--- src/source/gic_pkg.sv ---
/*
 * Global input controller shared definitions
 * Port and buffer widths, instruction field positions, data types
 * and the transfer state encoding
 */
package gic_pkg;

    // ========================================================================
    // Widths
    // ========================================================================
    localparam int PORT_WIDTH      = 128;
    localparam int SRAM_WIDTH      = 256;
    localparam int GLB_ADDR_WIDTH  = 16;
    localparam int DRAM_ADDR_WIDTH = 32;
    localparam int GLB_DEPTH       = 256;
    // Word index bits actually used by the modeled buffer
    localparam int GLB_IDX_WIDTH   = $clog2(GLB_DEPTH);

    // Instruction word layout
    localparam int DIR_BIT  = 9;
    localparam int CNT_LSB  = 10;
    localparam int CNT_MSB  = 25;
    localparam int DRAM_LSB = 26;
    localparam int DRAM_MSB = 57;
    localparam int GLB_LSB  = 58;
    localparam int GLB_MSB  = 73;

    // Zero fill below count, DRAM base and direction in the command word
    localparam int CMD_PAD_WIDTH = PORT_WIDTH - GLB_ADDR_WIDTH - DRAM_ADDR_WIDTH - 1;

    // ========================================================================
    // Types
    // ========================================================================
    typedef logic [PORT_WIDTH-1:0]      port_dat_t;
    typedef logic [SRAM_WIDTH-1:0]      sram_dat_t;
    typedef logic [GLB_ADDR_WIDTH-1:0]  glb_addr_t;
    typedef logic [DRAM_ADDR_WIDTH-1:0] dram_addr_t;
    typedef logic [15:0]                word_cnt_t;
    typedef logic [2*PORT_WIDTH-1:0]    cfg_info_t;

    // Transfer FSM
    typedef enum logic [1:0] {
        IDLE,
        CMD,
        IN2CHIP,
        OUT2OFF
    } gic_state_e;

endpackage
--- src/source/gic_word_if.sv ---
/*
 * Buffer-width word stream
 * Data with valid, last and ready between the width converters and
 * the buffer ports
 */
`timescale 1ns/1ps

interface gic_word_if
    import gic_pkg::*;
();

    sram_dat_t dat;
    logic      vld;
    logic      last;
    logic      rdy;

    modport source (
        output dat, vld, last,
        input  rdy
    );

    modport sink (
        input  dat, vld, last,
        output rdy
    );

endinterface

--- src/source/gic_glb_if.sv ---
/*
 * Global buffer port bundle
 * Write port plus split address/data read port, each with its own
 * valid/ready handshake
 */
`timescale 1ns/1ps

interface gic_glb_if
    import gic_pkg::*;
();

    // Write side
    glb_addr_t wr_addr;
    sram_dat_t wr_dat;
    logic      wr_vld;
    logic      wr_rdy;

    // Read address and read data
    glb_addr_t rd_addr;
    logic      rd_addr_vld;
    logic      rd_addr_rdy;
    sram_dat_t rd_dat;
    logic      rd_dat_vld;
    logic      rd_dat_rdy;

    // Controller side drives addresses and write data
    modport controller (
        output wr_addr, wr_dat, wr_vld, rd_addr, rd_addr_vld, rd_dat_rdy,
        input  wr_rdy, rd_addr_rdy, rd_dat, rd_dat_vld
    );

    modport buffer (
        input  wr_addr, wr_dat, wr_vld, rd_addr, rd_addr_vld, rd_dat_rdy,
        output wr_rdy, rd_addr_rdy, rd_dat, rd_dat_vld
    );

endinterface

--- src/source/gic_core.sv ---
/*
 * Global input controller core
 * Accepts an instruction, sends the command beat, then moves words
 * between the off-chip port and the global buffer in either direction
 */
`timescale 1ns/1ps

module gic_core
    import gic_pkg::*;
(
    input  logic           clk,
    input  logic           rst_n,
    input  logic           cfg_vld,
    output logic           cfg_rdy,
    input  cfg_info_t      cfg_info,
    output logic           itf_cmd_vld,
    output port_dat_t      itf_out_dat,
    output logic           itf_out_vld,
    output logic           itf_out_last,
    input  logic           itf_out_rdy,
    input  port_dat_t      itf_in_dat,
    input  logic           itf_in_vld,
    input  logic           itf_in_last,
    output logic           itf_in_rdy,
    gic_glb_if.controller  glb
);

    gic_state_e state;
    gic_state_e next_state;

    glb_addr_t  glb_base;
    word_cnt_t  word_cnt;
    logic       dir;
    port_dat_t  cmd_word;

    glb_addr_t  addr_cnt;
    word_cnt_t  issued;
    logic       rd_last_q;

    logic       cfg_acc;
    logic       cmd_acc;
    logic       wr_acc;
    logic       rd_addr_acc;
    logic       sipo_in_rdy;
    port_dat_t  piso_dat;
    logic       piso_vld;
    logic       piso_last;

    gic_word_if wr_word ();
    gic_word_if rd_word ();

    // ========================================================================
    // Instruction accept and decode
    // ========================================================================
    assign cfg_rdy = (state == IDLE);
    assign cfg_acc = cfg_vld && cfg_rdy;

    gic_cfg_reg i_cfg_reg (
        .clk      (clk),
        .rst_n    (rst_n),
        .load     (cfg_acc),
        .cfg_info (cfg_info),
        .glb_base (glb_base),
        .word_cnt (word_cnt),
        .dir_out  (dir),
        .cmd_word (cmd_word)
    );

    // ========================================================================
    // Transfer FSM
    // ========================================================================
    assign cmd_acc     = (state == CMD) && itf_out_rdy;
    assign wr_acc      = glb.wr_vld && glb.wr_rdy;
    assign rd_addr_acc = glb.rd_addr_vld && glb.rd_addr_rdy;

    always_comb begin
        next_state = state;
        case (state)
            IDLE:    if (cfg_acc) next_state = CMD;
            CMD:     if (cmd_acc) next_state = dir ? OUT2OFF : IN2CHIP;
            // Final packed word written
            IN2CHIP: if (wr_acc && wr_word.last) next_state = IDLE;
            // Last beat taken off-chip
            OUT2OFF: if (itf_out_vld && itf_out_rdy && itf_out_last) next_state = IDLE;
            default: next_state = IDLE;
        endcase
    end

    always_ff @(posedge clk or negedge rst_n) begin
        if (!rst_n) begin
            state <= IDLE;
        end else begin
            state <= next_state;
        end
    end

    // ========================================================================
    // GLB address and issued-word counters
    // ========================================================================
    always_ff @(posedge clk or negedge rst_n) begin
        if (!rst_n) begin
            addr_cnt <= '0;
            issued   <= '0;
        end else if (cmd_acc) begin
            addr_cnt <= glb_base;
            issued   <= '0;
        end else begin
            if (wr_acc || rd_addr_acc) begin
                addr_cnt <= addr_cnt + 1'b1;
            end
            if (rd_addr_acc) begin
                issued <= issued + 1'b1;
            end
        end
    end

    // Tag follows the address into the read slot
    always_ff @(posedge clk or negedge rst_n) begin
        if (!rst_n) begin
            rd_last_q <= 1'b0;
        end else if (rd_addr_acc) begin
            rd_last_q <= (issued == word_cnt - 1'b1);
        end
    end

    // ========================================================================
    // In to chip
    // ========================================================================
    assign itf_in_rdy = (state == IN2CHIP) && sipo_in_rdy;

    gic_sipo i_sipo (
        .clk     (clk),
        .rst_n   (rst_n),
        .in_dat  (itf_in_dat),
        .in_vld  (itf_in_vld && (state == IN2CHIP)),
        .in_last (itf_in_last),
        .in_rdy  (sipo_in_rdy),
        .out     (wr_word)
    );

    assign glb.wr_addr = addr_cnt;
    assign glb.wr_dat  = wr_word.dat;
    assign glb.wr_vld  = (state == IN2CHIP) && wr_word.vld;
    assign wr_word.rdy = (state == IN2CHIP) && glb.wr_rdy;

    // ========================================================================
    // Out to off-chip
    // ========================================================================
    assign glb.rd_addr     = addr_cnt;
    assign glb.rd_addr_vld = (state == OUT2OFF) && (issued < word_cnt);
    assign glb.rd_dat_rdy  = (state == OUT2OFF) && rd_word.rdy;

    assign rd_word.dat  = glb.rd_dat;
    assign rd_word.vld  = (state == OUT2OFF) && glb.rd_dat_vld;
    assign rd_word.last = rd_last_q;

    gic_piso i_piso (
        .clk      (clk),
        .rst_n    (rst_n),
        .in       (rd_word),
        .out_dat  (piso_dat),
        .out_vld  (piso_vld),
        .out_last (piso_last),
        .out_rdy  (itf_out_rdy && (state == OUT2OFF))
    );

    // Command beat first, then PISO beats
    assign itf_cmd_vld  = (state == CMD);
    assign itf_out_dat  = (state == CMD)     ? cmd_word :
                          (state == OUT2OFF) ? piso_dat : '0;
    assign itf_out_vld  = (state == CMD) || ((state == OUT2OFF) && piso_vld);
    assign itf_out_last = (state == CMD) || ((state == OUT2OFF) && piso_last);

endmodule

--- src/source/gic_piso.sv ---
/*
 * Word-to-beat splitter
 * Sends a buffer word as two off-chip beats, low half first, with
 * last on the high half of a word tagged last
 */
`timescale 1ns/1ps

module gic_piso
    import gic_pkg::*;
(
    input  logic             clk,
    input  logic             rst_n,
    gic_word_if.sink         in,
    output port_dat_t        out_dat,
    output logic             out_vld,
    output logic             out_last,
    input  logic             out_rdy
);

    sram_dat_t word_q;
    logic      word_last;
    logic      full;
    logic      hi_sel;
    logic      word_acc;
    logic      beat_acc;

    assign beat_acc = full && out_rdy;

    // Empty, or final beat leaving on this edge
    assign in.rdy   = !full || (hi_sel && out_rdy);
    assign word_acc = in.vld && in.rdy;

    // Payload
    always_ff @(posedge clk) begin
        if (word_acc) begin
            word_q    <= in.dat;
            word_last <= in.last;
        end
    end

    // ========================================================================
    // Occupancy and half select
    // ========================================================================
    always_ff @(posedge clk or negedge rst_n) begin
        if (!rst_n) begin
            full   <= 1'b0;
            hi_sel <= 1'b0;
        end else if (word_acc) begin
            // Fresh word starts on its low half
            full   <= 1'b1;
            hi_sel <= 1'b0;
        end else if (beat_acc) begin
            if (hi_sel) begin
                full   <= 1'b0;
                hi_sel <= 1'b0;
            end else begin
                hi_sel <= 1'b1;
            end
        end
    end

    // Beat select
    assign out_dat  = hi_sel ? word_q[SRAM_WIDTH-1:PORT_WIDTH] : word_q[PORT_WIDTH-1:0];
    assign out_vld  = full;
    assign out_last = full && hi_sel && word_last;

endmodule

--- src/source/gic_sipo.sv ---
/*
 * Beat-to-word packer
 * Gathers two off-chip beats into one buffer word, earlier beat in
 * the low half, and carries the last flag of the second beat
 */
`timescale 1ns/1ps

module gic_sipo
    import gic_pkg::*;
(
    input  logic             clk,
    input  logic             rst_n,
    input  port_dat_t        in_dat,
    input  logic             in_vld,
    input  logic             in_last,
    output logic             in_rdy,
    gic_word_if.source       out
);

    port_dat_t lo_half;
    logic      phase;
    sram_dat_t word_q;
    logic      word_vld;
    logic      word_last;
    logic      beat_acc;

    // Hold off new beats while a finished word waits downstream
    assign in_rdy   = !word_vld || out.rdy;
    assign beat_acc = in_vld && in_rdy;

    // Low half storage
    always_ff @(posedge clk) begin
        if (beat_acc && !phase) begin
            lo_half <= in_dat;
        end
    end

    // Word register loads on the second beat
    always_ff @(posedge clk) begin
        if (beat_acc && phase) begin
            word_q    <= {in_dat, lo_half};
            word_last <= in_last;
        end
    end

    // Beat phase and word valid
    always_ff @(posedge clk or negedge rst_n) begin
        if (!rst_n) begin
            phase    <= 1'b0;
            word_vld <= 1'b0;
        end else begin
            if (beat_acc) begin
                phase <= !phase;
            end
            if (beat_acc && phase) begin
                word_vld <= 1'b1;
            end else if (out.rdy) begin
                word_vld <= 1'b0;
            end
        end
    end

    assign out.dat  = word_q;
    assign out.vld  = word_vld;
    assign out.last = word_last;

endmodule

--- src/source/gic_cfg_reg.sv ---
/*
 * Instruction register
 * Latches direction, count and base addresses of an accepted
 * instruction and builds the off-chip command word
 */
`timescale 1ns/1ps

module gic_cfg_reg
    import gic_pkg::*;
(
    input  logic      clk,
    input  logic      rst_n,
    input  logic      load,
    input  cfg_info_t cfg_info,
    output glb_addr_t glb_base,
    output word_cnt_t word_cnt,
    output logic      dir_out,
    output port_dat_t cmd_word
);

    // Only needed for the command word
    dram_addr_t dram_base;

    // Field capture on the accept edge
    always_ff @(posedge clk or negedge rst_n) begin
        if (!rst_n) begin
            glb_base  <= '0;
            word_cnt  <= '0;
            dram_base <= '0;
            dir_out   <= 1'b0;
        end else if (load) begin
            glb_base  <= cfg_info[GLB_MSB:GLB_LSB];
            word_cnt  <= cfg_info[CNT_MSB:CNT_LSB];
            dram_base <= cfg_info[DRAM_MSB:DRAM_LSB];
            dir_out   <= cfg_info[DIR_BIT];
        end
    end

    // Count, DRAM base, direction from the top bit down
    // 0 means in to chip, 1 means out to off-chip
    assign cmd_word = {word_cnt, dram_base, dir_out, {CMD_PAD_WIDTH{1'b0}}};

endmodule

--- src/flat_wrapper.sv ---
// flat-port wrapper written by rule: the top's interface ports become plain ports
module gic_core_flat import gic_pkg::*;
  (clk, rst_n, cfg_vld, cfg_rdy, cfg_info, itf_cmd_vld, itf_out_dat, itf_out_vld, itf_out_last, itf_out_rdy, itf_in_dat, itf_in_vld, itf_in_last, itf_in_rdy, glb_wr_addr, glb_wr_dat, glb_wr_vld, glb_rd_addr, glb_rd_addr_vld, glb_rd_dat_rdy, glb_wr_rdy, glb_rd_addr_rdy, glb_rd_dat, glb_rd_dat_vld);
  gic_glb_if glb_i ();
  input  logic clk;
  input  logic rst_n;
  input  logic cfg_vld;
  output logic cfg_rdy;
  input  cfg_info_t cfg_info;
  output logic itf_cmd_vld;
  output port_dat_t itf_out_dat;
  output logic itf_out_vld;
  output logic itf_out_last;
  input  logic itf_out_rdy;
  input  port_dat_t itf_in_dat;
  input  logic itf_in_vld;
  input  logic itf_in_last;
  output logic itf_in_rdy;
  output wire logic [$bits(glb_i.wr_addr)-1:0] glb_wr_addr;
  output wire logic [$bits(glb_i.wr_dat)-1:0] glb_wr_dat;
  output wire logic [$bits(glb_i.wr_vld)-1:0] glb_wr_vld;
  output wire logic [$bits(glb_i.rd_addr)-1:0] glb_rd_addr;
  output wire logic [$bits(glb_i.rd_addr_vld)-1:0] glb_rd_addr_vld;
  output wire logic [$bits(glb_i.rd_dat_rdy)-1:0] glb_rd_dat_rdy;
  input wire logic [$bits(glb_i.wr_rdy)-1:0] glb_wr_rdy;
  input wire logic [$bits(glb_i.rd_addr_rdy)-1:0] glb_rd_addr_rdy;
  input wire logic [$bits(glb_i.rd_dat)-1:0] glb_rd_dat;
  input wire logic [$bits(glb_i.rd_dat_vld)-1:0] glb_rd_dat_vld;
  assign glb_wr_addr = glb_i.wr_addr;
  assign glb_wr_dat = glb_i.wr_dat;
  assign glb_wr_vld = glb_i.wr_vld;
  assign glb_rd_addr = glb_i.rd_addr;
  assign glb_rd_addr_vld = glb_i.rd_addr_vld;
  assign glb_rd_dat_rdy = glb_i.rd_dat_rdy;
  assign glb_i.wr_rdy = glb_wr_rdy;
  assign glb_i.rd_addr_rdy = glb_rd_addr_rdy;
  assign glb_i.rd_dat = glb_rd_dat;
  assign glb_i.rd_dat_vld = glb_rd_dat_vld;
  gic_core u_core (.clk(clk), .rst_n(rst_n), .cfg_vld(cfg_vld), .cfg_rdy(cfg_rdy), .cfg_info(cfg_info), .itf_cmd_vld(itf_cmd_vld), .itf_out_dat(itf_out_dat), .itf_out_vld(itf_out_vld), .itf_out_last(itf_out_last), .itf_out_rdy(itf_out_rdy), .itf_in_dat(itf_in_dat), .itf_in_vld(itf_in_vld), .itf_in_last(itf_in_last), .itf_in_rdy(itf_in_rdy), .glb(glb_i));
endmodule
--- config.mk ---
export PLATFORM = sky130hd
export DESIGN_NAME = gic_core_flat
export DESIGN_NICKNAME = d
export VERILOG_FILES = /design/src/source/gic_pkg.sv /design/src/source/gic_word_if.sv /design/src/source/gic_glb_if.sv /design/src/source/gic_core.sv /design/src/source/gic_piso.sv /design/src/source/gic_sipo.sv /design/src/source/gic_cfg_reg.sv /design/src/flat_wrapper.sv
export SDC_FILE = /design/constraint.sdc
export NUM_CORES = 1
export LEC_CHECK = 0
export BUFFER_PORTS_ARGS = -buffer_cell sky130_fd_sc_hd__buf_2
export CORE_AREA = 2 2 412 414
export CTS_BUF_LIST = sky130_fd_sc_hd__clkbuf_4
export DETAILED_ROUTE_END_ITERATION = 8
export DIE_AREA = 0 0 414 416
export PLACE_DENSITY = 0.41
export REMOVE_ABC_BUFFERS = 1
export SLEW_MARGIN = 20
export SYNTH_ARGS = -nofsm -noshare
export SYNTH_HDL_FRONTEND = slang
export SYNTH_SLANG_ARGS = --single-unit
--- constraint.sdc ---
create_clock -name clk -period 17.1 [get_ports clk]
set_input_delay 3.42 -clock clk [delete_from_list [all_inputs] [get_ports clk]]
set_output_delay 3.42 -clock clk [all_outputs]
set_load 0.1 [all_outputs]
==> metrics.yaml, run 1 <==
sta:
  fin_tns_setup_ps: 0
  worstMarginPinSlew_ps: 1220
  slew_violations: 0
  clock_skew_ps: 91.0
  relSlewSlack_pct: 18.8
  rsz0062_at_grt: "no"
  hold_viol: 0
  setup_viol: 0
  max_freq_mhz: 118
  period_share_pct: 49.5
  period_needed_ps: 8470
clocking:
  clk_pin_slew_ps: 70
  cts_setup_buffers: 0
  cts-root-buf: "clkbuf_4"
  numCtsBuffers: 207
  clkSinkCount: 746
  tritoncts: "done"
  clk_latency_ps: 1170
  cts_hold_buffers: 0
  cts_resized: 0
  ctsHtreeMaxLevel: 4
  clockBufferDepth: 3
grt:
  gr-usage-all-layers_pct: 13.1
  grt_pass1_wl_microns: 153000
  antenna_found_initial: 122
  grt_max_degree: 188
  grt_pass1_vias: 18600
  grt_overflow_total: 0
die:
  coreArea_sq_mm: 0.168
  start_util_pct: 16.2
  io_pins: 1073
  dieArea_sq_mm: 0.172
  rows: 151
  die_y_microns: 416
  fp.dieW_microns: 414
synthesis:
  netlist_area_sq_mm: 0.0272
  synth_ff_type: "edfxtp_1"
  synth_edf_count: 642
  yosys-top-cells-count: "edfxtp_1, mux2i_1, nor2_1, nand2_1, dfrtp_1"
  synthDistinctLibCells: 52
  ys_warn_count: 0
  seq_area_frac_synth_pct: 80.5
  async_flop_share_pct: 13.9
  synth_top_area_share_pct: 70.9
  yosys.area.top_type: "edfxtp_1"
  synthCells: 1522
  syn_avg_cell_area_sq_um: 17.9
  synth_most_common_cell: "edfxtp_1"
  synth_area_leaders: "edfxtp_1, dfrtp_1, mux2i_1"
  ys_seq_elements: 746
layout:
  final_layout_size_suffix_gt1_share_pct: 47.7
  multi_input_area_sq_mm: 0.00487
  fillers: 18200
  regArea_sq_mm: 0.0219
  synthToLayoutAreaGrowth_pct: 36.2
  fin_nets: 3219
power:
  ir_worst_vdd_v: 0.000131
  total_power_mw: 7.73
  p_leak_nw: 15.0
  p_per_area_mw_per_mm2: 209
critical_path:
  crit_type: "register to primary output"
  end_kind: "primary output"
  crit_arrival_ps: 5050
  cp-start-kind: "register"
  crit_fanout: 49
  required_ps: 13680
routing:
  totalWireLength_microns: 116000
  wl_per_cell_microns: 23.4
  num_vias: 17900
  drt_iter0_markers: 1092
  ant_nets: 0
  first_pass_iters: 5
  via_per_inst: 3.62
  drcViolationCount: 0
outcome:
  outcome: "finished, final reports clean"
placed_design:
  hpwl_microns: 89500
  routabilityCongestion: 0.874
  port_buffers: 881
run:
  drv_cap: 0
min_path:
  worst_hold_path_type: "register to register"
[layout make-up]
class / count / share of cell area (%)
Timing Repair Buffer: 897 / 12.4
Sequential cell: 746 / 59.1
Clock inverter: 52 / 1.05
Tap cell: 2218 / 7.50
Clock buffer: 311 / 6.31
Antenna cell: 35 / 0.237
Inverter: 27 / 0.274
Multi-Input combinational cell: 672 / 13.2
[metrics by stage]
stage	worst slack, ps	cells	utilization (%)	cell area [sq um]	hold slack, ps
2_1_floorplan	4490	1445	-	26800	400
3_3_place_gp	9300	4560	20.3	34200	400
3_5_place_dp	9290	4560	20.3	34200	405
4_1_cts	8260	4923	22.0	36900	317
5_1_grt	8240	4943	22.0	37000	348
6_report	8630	4958	22.0	37000	326
[logic make-up after synthesis]
group	count (synthesis)	share of synthesized area, %
compound gates	138	3.83
xor+xnor	47	1.51
mux	183	6.97
flops	746	80.5
simple gates	285	4.64
fa+ha+maj	19	0.875
buf+inv	104	1.67
[flip-flops by register name, summed over array words and instances, names as in the netlist]
name / count
u_core.i_piso.word_q: 256
u_core.i_sipo.out.dat: 256
u_core.i_sipo.lo_half: 128
u_core.i_cfg_reg.dram_base: 32
u_core.glb.rd_addr: 16
u_core.i_cfg_reg.glb_base: 16
u_core.i_cfg_reg.word_cnt: 16
u_core.issued: 16
u_core.state: 2
u_core.i_cfg_reg.dir_out: 1
u_core.i_piso.hi_sel: 1
u_core.i_piso.out_vld: 1
u_core.i_piso.word_last: 1
u_core.i_sipo.out.last: 1
u_core.i_sipo.out.vld: 1
u_core.i_sipo.phase: 1
u_core.rd_last_q: 1
[cell usage in the layout (no fill, tap or decap), types with 7 or more instances in the layout]
cell type | Yosys | final
a21oi_1 | 20 | 20
buf_2 | 3 | 880
buf_4 | 16 | 13
clkbuf_4 | 0 | 311
clkinv_1 | 1 | 35
dfrtp_1 | 104 | 101
diode_2 | 0 | 35
edfxtp_1 | 642 | 642
ha_1 | 19 | 19
inv_1 | 26 | 26
mux2_2 | 49 | 49
mux2i_1 | 132 | 132
nand2_1 | 106 | 105
nand3_1 | 14 | 14
nand4_1 | 10 | 10
nor2_1 | 112 | 111
nor4_1 | 7 | 7
o211a_1 | 49 | 49
o21ai_0 | 35 | 35
xnor2_1 | 41 | 41
[path summary, 6_finish.rpt]
| path | slack (ps) | to | cells past startpoint | start |
|---|---|---|---|---|
| worst max-delay path | 8630 | itf_out_dat[116] | 6 | u_core.i_piso.hi_sel |
| worst min-delay path | 330 | u_core.i_sipo.out.dat[25] | 0 | u_core.i_sipo.lo_half[25] |
| worst max register to register | 12720 | u_core.i_sipo.out.dat[114] | 5 | u_core.state[1] |
| worst min register to register | 330 | u_core.i_sipo.out.dat[25] | 0 | u_core.i_sipo.lo_half[25] |
| max in group asynchronous | 13500 | u_core.i_cfg_reg.dram_base[12] | 2 | rst_n |
| min in group asynchronous | 2280 | u_core.i_cfg_reg.dram_base[4] | 1 | rst_n |
[critical path, stage by stage, from the launching register on]
cell	delay, ps
dfrtp_4	920
buf_4	850
buf_4	850
mux2i_1	230
nand2_1	170
o211a_1	180
buf_2	450
[power by group]
part	switching (mW)	internal, mW
sequential	0.242	2.37
clock	0.813	0.882
combinational	2.86	0.560
[metal layers]
layer	track usage, %	share of wire [%]
met5	0	0.20
met3	6.66	11
met1	14.1	37
met2	21.8	48
met4	5.37	3.3
No activity file was read; power rests on OpenSTA's default activity.
==> inputs of run 2 (changes only) <==
Settings changed: CORE_AREA 2 2 412 414 to 2 2 422 424, DIE_AREA 0 0 414 416 to 0 0 424 426.
Clock period 17.1 ns to 6.9 ns, I/O delays scaled along.
==> run 2 against run 1 <==
Net effect: global-route usage decreased by 1.7 points; sequential share of layout area decreased by 0.37 points; non-clock buffer count increased by 12; die area increased by 4.9%; via count decreased by 2.0%; worst hold slack improved by 15 ps; largest power group unchanged.
==> metrics.yaml, run 2 (synthesized netlist as in run 1, its figures left out) <==
outcome:
  outcome: "finished, final reports clean"
layout:
  regArea_sq_mm: 0.0219
  final_layout_size_suffix_gt1_share_pct: 48.0
  fillers: 19100
  design_area_sq_mm: 0.0373
  synthToLayoutAreaGrowth_pct: 37.1
  final_common_cell: "buf_2"
  fin_nets: 3233
  multi_input_area_sq_mm: 0.00487
  mostFrequentLayoutCells: "buf_2, edfxtp_1, clkbuf_4"
routing:
  wl_per_cell_microns: 20.9
  drt_iter0_markers: 1023
  first_pass_iters: 5
  ant_nets: 0
  totalWireLength_microns: 106000
  drcViolationCount: 0
  via_per_inst: 3.45
  num_vias: 17600
clocking:
  cts_setup_buffers: 0
  clk_latency_ps: 1210
  numCtsBuffers: 209
  clk_pin_slew_ps: 70
  tritoncts: "done"
  cts-root-buf: "clkbuf_4"
  clockBufferDepth: 3
  clkSinkCount: 746
  ctsHtreeMaxLevel: 4
critical_path:
  r2r_slack_ps: 3340
  crit_type: "register to primary output"
  cp.depth: 4
  crit_chain: "nand2_4, buf_4, nor2_1, buf_2"
  crit-reg2reg-launch: "u_core.state[1]"
  rr_worst_depth: 6
  crit_fanout: 40
  cp_slowest_stage_delay_ps: 860
  crit_family: "buffers and inverters"
  end_kind: "primary output"
  crit_buf_inv: 2
  r2r_end: "u_core.i_sipo.lo_half[107]"
  crit_arrival_ps: 3740
  cp-start-kind: "register"
  required_ps: 5520
  slowest_stage: "dfrtp_4"
min_path:
  worst_hold_path_type: "input port to register"
  hold_start: "glb_rd_dat[151]"
  worstHoldEndpoint: "u_core.i_piso.word_q[151]"
  hold_depth: 1
sta:
  rsz0062_at_grt: "no"
  slew_violations: 0
  fin_ws_ps: 1780
  clock_skew_ps: 78.6
  worstMarginPinSlew_ps: 907
  max_freq_mhz: 195
  hold_viol: 0
  period_needed_ps: 5120
  fin_tns_setup_ps: 0
  period_share_pct: 74.2
  relSlewSlack_pct: 37.8
  setup_viol: 0
grt:
  antenna_found_initial: 41
  grt_pass1_wl_microns: 143000
  grt_max_degree: 116
  grt_overflow_total: 0
  gr-usage-all-layers_pct: 11.5
  grt_pass1_vias: 18300
power:
  total_power_mw: 19.0
  p_per_area_mw_per_mm2: 511
  p_leak_nw: 15.0
  ir_worst_vdd_v: 0.000443
placed_design:
  port_buffers: 881
  placed_cell_area_sq_mm: 0.0345
  routabilityCongestion: 0.803
  post-place-ws_ps: 2740
  hpwl_microns: 81000
die:
  dieArea_sq_mm: 0.181
  io_pins: 1073
  fp.dieW_microns: 424
  coreArea_sq_mm: 0.176
  die_y_microns: 426
  start_util_pct: 15.5
  rows: 154
run:
  drv_cap: 0
==> run 2: changes by cell type in the layout (fill, tap and decap cells not counted), sizes merged <==
cell,change
bufinv,-3
buf,+11
dlygate4sd3,+1
diode,-15
clkinv,+19
clkbuf,+4
inv,-2
==> run 2: worst reg2reg max path: cells and delay by family, from the launching register on <==
kind,cells,cell delay (ps)
and+or+nand+nor,3,1010
buffers and inverters,2,980
AOI/OAI and AO/OA,1,340
DFF,1,680
==> run 2: worst max-delay path by stage <==
stage | from | to | slack, ps
6_report | u_core.state[0] | itf_out_dat[66] | 1780
5_1_grt | u_core.state[0] | itf_out_dat[66] | 1350
4_1_cts | u_core.state[0] | itf_out_dat[66] | 1330
3_5_place_dp | u_core.state[0] | itf_out_dat[66] | 2740
3_3_place_gp | u_core.state[0] | itf_out_dat[66] | 2760
2_1_floorplan | u_core.i_piso.hi_sel | u_core.i_piso.word_last | -5710
==> run 2: where the power goes <==
group	internal, mW	switching [mW]
logic	1.41	7.01
registers	5.87	0.596
clock network	2.11	2.03
==> run 2: cell type report <==
class,instances,share of cell area (%)
repair buffers,909,12.6
clock inverters,66,0.984
well taps,2340,7.86
diodes,20,0.134
multi-input cells,672,13.1
clock buffers,315,6.35
inverters,27,0.272
flip-flops and latches,746,58.8
==> run 2: per-stage QoR <==
stage	utilization, %	hold WS, ps	instances
2_1_floorplan	-	400	1445
3_3_place_gp	19.6	400	4693
3_5_place_dp	19.6	405	4693
4_1_cts	21.2	92.2	5075
5_1_grt	21.2	123	5091
6_report	21.2	341	5095
==> run 2: what timing repair did <==
item / 4_1_cts / 5_1_grt
hold buffers: 1 / 0
resized for setup: 0 / 0
hold endpoints to repair: 18 / 0
==> run 2: routing by layer <==
layer	GRT usage, %	share of wire [%]	up-vias
met4	4.56	2.7	18
li1	-	-	8014
met1	12.7	38	8566
met5	0	0.11	-
met2	19.4	50	792
met3	4.76	8.9	202
